`src/rtl/matmul_pkg.sv`:
```
`default_nettype none

package matmul_pkg;

  //////////////////////////////////////////////////////////////
  // sizes
  //////////////////////////////////////////////////////////////
  localparam int MAT_SIZE     = 4;
  localparam int DATA_WIDTH   = 8;
  localparam int ACC_WIDTH    = 16;
  localparam int ADDR_WIDTH   = 8;
  localparam int STRIDE_WIDTH = 4;
  localparam int IDX_WIDTH    = $clog2(MAT_SIZE);

  // sequencer steps counted from the cycle after run
  localparam int STEP_WIDTH  = 4;
  // last operand has left cell (MAT_SIZE-1, MAT_SIZE-1) by this step
  localparam int DRAIN_START = 3 * MAT_SIZE - 1;
  localparam int LAST_STEP   = DRAIN_START + MAT_SIZE - 1;

  //////////////////////////////////////////////////////////////
  // types
  //////////////////////////////////////////////////////////////
  typedef logic [DATA_WIDTH-1:0]             elem_t;
  typedef logic [ACC_WIDTH-1:0]              acc_t;
  typedef elem_t [MAT_SIZE-1:0]              row_t;
  typedef acc_t [MAT_SIZE-1:0][MAT_SIZE-1:0] acc_grid_t;

  // one memory port request with a whole-row write
  typedef struct packed {
    logic [ADDR_WIDTH-1:0] addr;
    logic                  we;
    row_t                  wdata;
  } ram_req_t;

  typedef struct packed {
    logic [ADDR_WIDTH-1:0]   base_a;
    logic [ADDR_WIDTH-1:0]   base_b;
    logic [ADDR_WIDTH-1:0]   base_c;
    logic [STRIDE_WIDTH-1:0] stride_a;
    logic [STRIDE_WIDTH-1:0] stride_b;
    logic [STRIDE_WIDTH-1:0] stride_c;
    logic [MAT_SIZE-1:0]     mask_a_rows;
    logic [MAT_SIZE-1:0]     mask_k;
    logic [MAT_SIZE-1:0]     mask_b_cols;
  } mat_cfg_t;

  typedef enum logic [1:0] {
    ST_IDLE,
    ST_LAUNCH,
    ST_BUSY,
    ST_FINISHED
  } ctrl_state_t;

endpackage

`default_nettype wire

```
`src/rtl/matmul_sequencer.sv`:
```
`timescale 1ns/10ps
`default_nettype none

module matmul_sequencer import matmul_pkg::*; (
  input  logic     clk,
  input  logic     resetn,
  input  logic     run,
  input  mat_cfg_t cfg,
  output ram_req_t a_req,
  output ram_req_t b_req,
  output ram_req_t c_req,
  input  row_t     a_rdata,
  input  row_t     b_rdata,
  output logic     finish
);

  logic                  busy;
  logic [STEP_WIDTH-1:0] step;
  logic                  reading;
  logic                  draining;
  logic                  rd_valid;
  logic [IDX_WIDTH-1:0]  rd_k;
  logic [IDX_WIDTH-1:0]  drain_row;
  row_t                  a_masked;
  row_t                  b_masked;
  row_t                  a_edge;
  row_t                  b_edge;
  row_t                  c_row;
  acc_grid_t             acc;

  // row address is base plus index times stride
  function automatic logic [ADDR_WIDTH-1:0] row_addr(
    input logic [ADDR_WIDTH-1:0]   base,
    input logic [STRIDE_WIDTH-1:0] stride,
    input logic [IDX_WIDTH-1:0]    idx
  );
    return base + ADDR_WIDTH'(idx) * ADDR_WIDTH'(stride);
  endfunction

  //////////////////////////////////////////////////////////////
  // step counter
  //////////////////////////////////////////////////////////////
  // read 0..MAT_SIZE-1, feed and settle, then drain to LAST_STEP
  always_ff @(posedge clk) begin
    if (!resetn) begin
      busy <= 1'b0;
      step <= '0;
    end else if (run) begin
      busy <= 1'b1;
      step <= '0;
    end else if (busy) begin
      if (step == STEP_WIDTH'(LAST_STEP)) begin
        busy <= 1'b0;
      end
      step <= step + 1'b1;
    end
  end

  assign reading   = busy && (step < STEP_WIDTH'(MAT_SIZE));
  assign draining  = busy && (step >= STEP_WIDTH'(DRAIN_START));
  assign finish    = busy && (step == STEP_WIDTH'(LAST_STEP));
  assign drain_row = IDX_WIDTH'(step - STEP_WIDTH'(DRAIN_START));

  //////////////////////////////////////////////////////////////
  // operand reads and masking
  //////////////////////////////////////////////////////////////
  assign a_req = '{addr: row_addr(cfg.base_a, cfg.stride_a, step[IDX_WIDTH-1:0]),
                   we: 1'b0, wdata: '0};
  assign b_req = '{addr: row_addr(cfg.base_b, cfg.stride_b, step[IDX_WIDTH-1:0]),
                   we: 1'b0, wdata: '0};

  // memory answers a cycle later so track which k is on the read bus
  always_ff @(posedge clk) begin
    if (!resetn) begin
      rd_valid <= 1'b0;
      rd_k     <= '0;
    end else begin
      rd_valid <= reading;
      rd_k     <= step[IDX_WIDTH-1:0];
    end
  end

  // zero lanes outside the valid window so the grid only adds zeros
  always_comb begin
    for (int n = 0; n < MAT_SIZE; n++) begin
      a_masked[n] = (rd_valid && cfg.mask_k[rd_k] && cfg.mask_a_rows[n]) ? a_rdata[n] : '0;
      b_masked[n] = (rd_valid && cfg.mask_k[rd_k] && cfg.mask_b_cols[n]) ? b_rdata[n] : '0;
    end
  end

  //////////////////////////////////////////////////////////////
  // skew with lane n delayed n cycles
  //////////////////////////////////////////////////////////////
  for (genvar n = 0; n < MAT_SIZE; n++) begin : g_skew
    if (n == 0) begin : g_direct
      assign a_edge[n] = a_masked[n];
      assign b_edge[n] = b_masked[n];
    end else begin : g_delay
      elem_t a_pipe [n];
      elem_t b_pipe [n];

      always_ff @(posedge clk) begin
        if (!resetn) begin
          for (int d = 0; d < n; d++) begin
            a_pipe[d] <= '0;
            b_pipe[d] <= '0;
          end
        end else begin
          a_pipe[0] <= a_masked[n];
          b_pipe[0] <= b_masked[n];
          for (int d = 1; d < n; d++) begin
            a_pipe[d] <= a_pipe[d-1];
            b_pipe[d] <= b_pipe[d-1];
          end
        end
      end

      assign a_edge[n] = a_pipe[n-1];
      assign b_edge[n] = b_pipe[n-1];
    end
  end

  // run clears every accumulator in the grid
  systolic_array u_array (
    .clk    (clk),
    .resetn (resetn),
    .clear  (run),
    .a_edge (a_edge),
    .b_edge (b_edge),
    .acc    (acc)
  );

  //////////////////////////////////////////////////////////////
  // drain of one C row per cycle
  //////////////////////////////////////////////////////////////
  // keep the low byte since masked rows and columns are already zero
  always_comb begin
    for (int j = 0; j < MAT_SIZE; j++) begin
      c_row[j] = acc[drain_row][j][DATA_WIDTH-1:0];
    end
  end

  assign c_req = '{addr: row_addr(cfg.base_c, cfg.stride_c, drain_row),
                   we: draining, wdata: c_row};

endmodule

`default_nettype wire

```
`src/rtl/systolic_array.sv`:
```
`timescale 1ns/10ps
`default_nettype none

module systolic_array import matmul_pkg::*; (
  input  logic      clk,
  input  logic      resetn,
  input  logic      clear,
  input  row_t      a_edge,
  input  row_t      b_edge,
  output acc_grid_t acc
);

  // horizontal A links with column MAT_SIZE as the far edge
  elem_t a_bus [MAT_SIZE][MAT_SIZE+1];
  // vertical B links with row MAT_SIZE as the bottom edge
  elem_t b_bus [MAT_SIZE+1][MAT_SIZE];

  //////////////////////////////////////////////////////////////
  // edge inputs already skewed by the sequencer
  //////////////////////////////////////////////////////////////
  for (genvar i = 0; i < MAT_SIZE; i++) begin : g_a_edge
    assign a_bus[i][0] = a_edge[i];
  end

  for (genvar j = 0; j < MAT_SIZE; j++) begin : g_b_edge
    assign b_bus[0][j] = b_edge[j];
  end

  //////////////////////////////////////////////////////////////
  // cell grid
  //////////////////////////////////////////////////////////////
  // cell (i, j) sees A[i][k] and B[k][j] in the same cycle,
  // so its sum ends as C[i][j]
  for (genvar i = 0; i < MAT_SIZE; i++) begin : g_row
    for (genvar j = 0; j < MAT_SIZE; j++) begin : g_col
      systolic_pe u_pe (
        .clk    (clk),
        .resetn (resetn),
        .clear  (clear),
        .a_in   (a_bus[i][j]),
        .b_in   (b_bus[i][j]),
        .a_out  (a_bus[i][j+1]),
        .b_out  (b_bus[i+1][j]),
        .acc    (acc[i][j])
      );
    end
  end

endmodule

`default_nettype wire

```
`src/rtl/systolic_pe.sv`:
```
`timescale 1ns/10ps
`default_nettype none

module systolic_pe import matmul_pkg::*; (
  input  logic  clk,
  input  logic  resetn,
  input  logic  clear,
  input  elem_t a_in,
  input  elem_t b_in,
  output elem_t a_out,
  output elem_t b_out,
  output acc_t  acc
);

  acc_t product;

  // unsigned 8x8 product fits the accumulator width exactly
  assign product = acc_t'(a_in) * acc_t'(b_in);

  always_ff @(posedge clk) begin
    if (!resetn || clear) begin
      a_out <= '0;
      b_out <= '0;
      acc   <= '0;
    end else begin
      // a moves right, b moves down
      a_out <= a_in;
      b_out <= b_in;
      acc   <= acc + product;
    end
  end

endmodule

`default_nettype wire

```
`config.mk`:
```
export PLATFORM = sky130hd
export DESIGN_NAME = matmul_sequencer
export DESIGN_NICKNAME = d
export VERILOG_FILES = /design/src/rtl/matmul_pkg.sv /design/src/rtl/matmul_sequencer.sv /design/src/rtl/systolic_array.sv /design/src/rtl/systolic_pe.sv
export SDC_FILE = /design/constraint.sdc
export NUM_CORES = 2
export LEC_CHECK = 0
export ABC_AREA = 1
export BUFFER_PORTS_ARGS = -buffer_cell sky130_fd_sc_hd__buf_4
export CAP_MARGIN = 20
export CORE_MARGIN = 2
export CORE_UTILIZATION = 40
export CTS_BUF_LIST = sky130_fd_sc_hd__clkbuf_8
export CTS_CLUSTER_SIZE = 8
export DETAILED_ROUTE_END_ITERATION = 12
export PLACE_DENSITY = 0.61
export REMOVE_ABC_BUFFERS = 1
export SYNTH_ARGS = -nofsm -noshare
export SYNTH_HDL_FRONTEND = slang
export SYNTH_SLANG_ARGS = --single-unit
```
`constraint.sdc`:
```
create_clock -name clk -period 5.8 [get_ports clk]
set_input_delay 1.16 -clock clk [delete_from_list [all_inputs] [get_ports clk]]
set_output_delay 1.16 -clock clk [all_outputs]
set_load 0.01 [all_outputs]
```
==> impl_metrics.json <==
{
  "finalCritPeriodShare_pct": 91.88,
  "rsz0062_at_grt": "false",
  "criticalPathCategory": "register to output port",
  "grt_use_total_pct": 17.94,
  "grt_start_max_net_pins": 161,
  "peakVddDrop_mv": 0.1493,
  "ys.flop_type": "dfxtp_1",
  "p_sw_mw": 1.573,
  "ys_top_cells_by_area": "dfxtp_1, fa_1, inv_1, ha_1, nand2_1",
  "power_leakage_nw": 18.19,
  "rows": 103,
  "cpMostUsedCell": "nand2_1",
  "final_core_util_pct": 45.04,
  "dieWidth_um": 286.5,
  "fin_nets": 4997,
  "cts_tree": "built",
  "ant_nets": 0,
  "finalSetupViolCount": 0,
  "max_freq_mhz": 187.6,
  "first_pass_iters": 5,
  "final_cell_mix": "inv_1, nand2_1, dfxtp_1",
  "drc": 0,
  "drive_gt1_share_pct": 7.643,
  "multi_input_comb_area_um2": 18050,
  "area_delta_synth_final_pct": 11.46,
  "io_buffers": 172,
  "cts_setup_buffers": 0,
  "globalplace.congestion": 0.8403,
  "synth_cell_type_count": 35,
  "finalMaxSlewViolations": 0,
  "yosysSeqAreaShare_pct": 26.59,
  "path_clk_slew_ns": 0.06,
  "ff_latch_area_um2": 8489,
  "fin_crit_ns": 5.329,
  "grt_pass1_wl_um": 118200,
  "crit_path_max_fanout": 27,
  "nFillCells": 8010,
  "wl_per_cell_um": 13.24,
  "start_kind": "register",
  "yosysWarnings": 0,
  "cts_root_buf": "clkbuf_8",
  "power_frac_seq_pct": 46.4,
  "start_util_pct": 40.41,
  "post_cts_resized": 0,
  "hold_viol_final": 0,
  "wirelength_um": 71420,
  "sw_frac_of_total_pct": 24.90,
  "clock_path_buffers": 3,
  "synth_top_area_share_pct": 26.59,
  "insertion_delay_ns": 0.66,
  "endpoint_kind": "output port",
  "tns_ns": 0,
  "drt-vias-per-instance": 4.342,
  "p_clk_share_pct": 46.7,
  "core_area_um2": 79000,
  "cts-buffers-inserted": 77,
  "tightest_slew_ns": 0.8380,
  "synthArstFlopShare_pct": 0,
  "cts.sinks": 424,
  "status": "complete, no violations",
  "max_cap_violations": 0,
  "crit_chain": "clkinv_2 > ha_1 > buf_4 > inv_2 > nand2_1 > fa_1 > inv_1 > ha_1 > inv_1 > fa_1 > o21ai_0 > nand2_1 > nand2_1 > nand2_1 > xnor2_1 > buf_4",
  "die_y_um": 286.5,
  "p_int_mw": 4.746,
  "hold_buffers": 0,
  "critPathSlowestCell": "ha_1",
  "overflow": 0,
  "drt_iter0_markers": 1109,
  "holdPathStages": 2,
  "required_ns": 4.64,
  "die-area_um2": 82080,
  "syn_area_um2": 31920,
  "powerDensity_nw_per_um2": 177.6,
  "synth.avg_cell_area_um2": 7.716,
  "grt_pass1_vias": 23648,
  "power_frac_comb_pct": 6.9,
  "io_pins": 239,
  "synth_edf_count": 0,
  "hpwl_um": 55630,
  "final_common_cell": "inv_1",
  "r2r_cells": 27,
  "htree_levels": 3,
  "max_stage_delay_ns": 0.46,
  "antenna_found_initial": 1,
  "synthCells": 4137,
  "clock_skew_ns": 0.02458,
  "crit_arrival_ns": 4.17,
  "hold_path_class": "register to register",
  "finalPower_mw": 6.319,
  "yosysTopAreaCell": "dfxtp_1",
  "vias": 23424,
  "slew_headroom_pct": 44.14,
  "ys_ff_latch": 424
}
-- worst paths after layout --
path                            slack (ns)                                       from                                               end
worst min register to register        0.40  g_skew[3].g_delay.b_pipe[0][6]$_SDFF_PN0_        g_skew[3].g_delay.b_pipe[0][14]$_SDFF_PN0_
worst min-delay path                  0.40  g_skew[3].g_delay.b_pipe[0][6]$_SDFF_PN0_        g_skew[3].g_delay.b_pipe[0][14]$_SDFF_PN0_
worst max-delay path                  0.47                       step[0]$_SDFFE_PP0P_                                         c_req[40]
worst max register to register        0.95                        rd_valid$_SDFF_PN0_  u_array.g_row[0].g_col[0].u_pe.acc[7]$_SDFF_PP0_
-- state kept, by name (all words and copies together), names as in the netlist --
register,cells
g_skew.g_delay.a_pipe,48
rd_k,2
u_array.g_row.g_col.u_pe.acc,128
u_array.g_row.g_col.u_pe.b_out,96
u_array.g_row.g_col.u_pe.a_out,96
g_skew.g_delay.b_pipe,48
step,4
busy,1
rd_valid,1
-- stage by stage --
stage	setup WS [ns]	hold WS, ns	area (µm²)	cells
CTS	0.2928	0.4074	35580	5394
detailed placement	0.09965	0.3970	33980	5258
floorplan	-1.889	0.3900	31190	4016
finish	0.4709	0.4039	35580	5395
global route	0.1471	0.4256	35580	5394
global placement	0.1312	0.3930	33980	5258
-- Yosys cell counts, types with 8 or more instances --
| cell | count |
|---|---|
| ha_1 | 295 |
| inv_1 | 1234 |
| fa_1 | 300 |
| o21ai_0 | 108 |
| xnor2_1 | 136 |
| xor2_1 | 107 |
| o22ai_1 | 8 |
| buf_4 | 67 |
| clkbuf_1 | 109 |
| nand3_1 | 9 |
| dfxtp_1 | 424 |
| nand2_1 | 725 |
| a21oi_1 | 153 |
| nor2_1 | 409 |
-- power by group through the flow --
stage	clock [mW]	sequential, mW	combinational (mW)
6_report	2.95	2.93	0.436
5_1_grt	3.18	2.93	0.482
4_1_cts	3.05	2.93	0.444
3_5_place_dp	0	2.99	0.442
3_3_place_gp	0	2.99	0.439
2_1_floorplan	0	2.99	0.204
-- cell type report --
| class | count | share of cell area, % |
|---|---|---|
| diodes | 1 | 0.007034 |
| inverters | 1240 | 13.11 |
| flip-flops and latches | 424 | 23.86 |
| clock buffers | 95 | 3.675 |
| multi-input cells | 2352 | 50.75 |
| repair buffers | 192 | 4.086 |
| well taps | 1050 | 3.693 |
| clock inverters | 41 | 0.8229 |
-- layer usage --
metal	GRT usage (%)	vias to the layer above	share of wire (%)
li1	-	11953	-
met1	22.85	10984	45
met2	30.89	357	48
met3	2.814	130	4.0
met4	6.073	0	3.1
met5	0	-	0
-- logic make-up (layout without fill, tap and decap cells) --
group / after synthesis / after routing / share of synthesized area [%]
buffers and inverters: 1426 / 1568 / 17.63
and+or+nand+nor: 1171 / 1171 / 14.30
adders and majority gates: 595 / 595 / 30.38
DFF: 424 / 424 / 26.59
AOI/OAI and AO/OA: 277 / 277 / 4.418
xor gates and xnor gates: 243 / 243 / 6.667
other: 1 / 67 / 0.01175
-- worst max-delay path: cells and delay by family (launching register included) --
| kind | cells | cell delay, ns |
|---|---|---|
| AND/OR/NAND/NOR | 4 | 0.31 |
| XOR/XNOR | 1 | 0.12 |
| adder cells (fa/ha/maj) | 4 | 1.41 |
| flip-flops | 1 | 0.33 |
| AO/OA/AOI/OAI | 1 | 0.34 |
| buffers and inverters | 6 | 0.99 |
(Power assumes the default switching activity.)
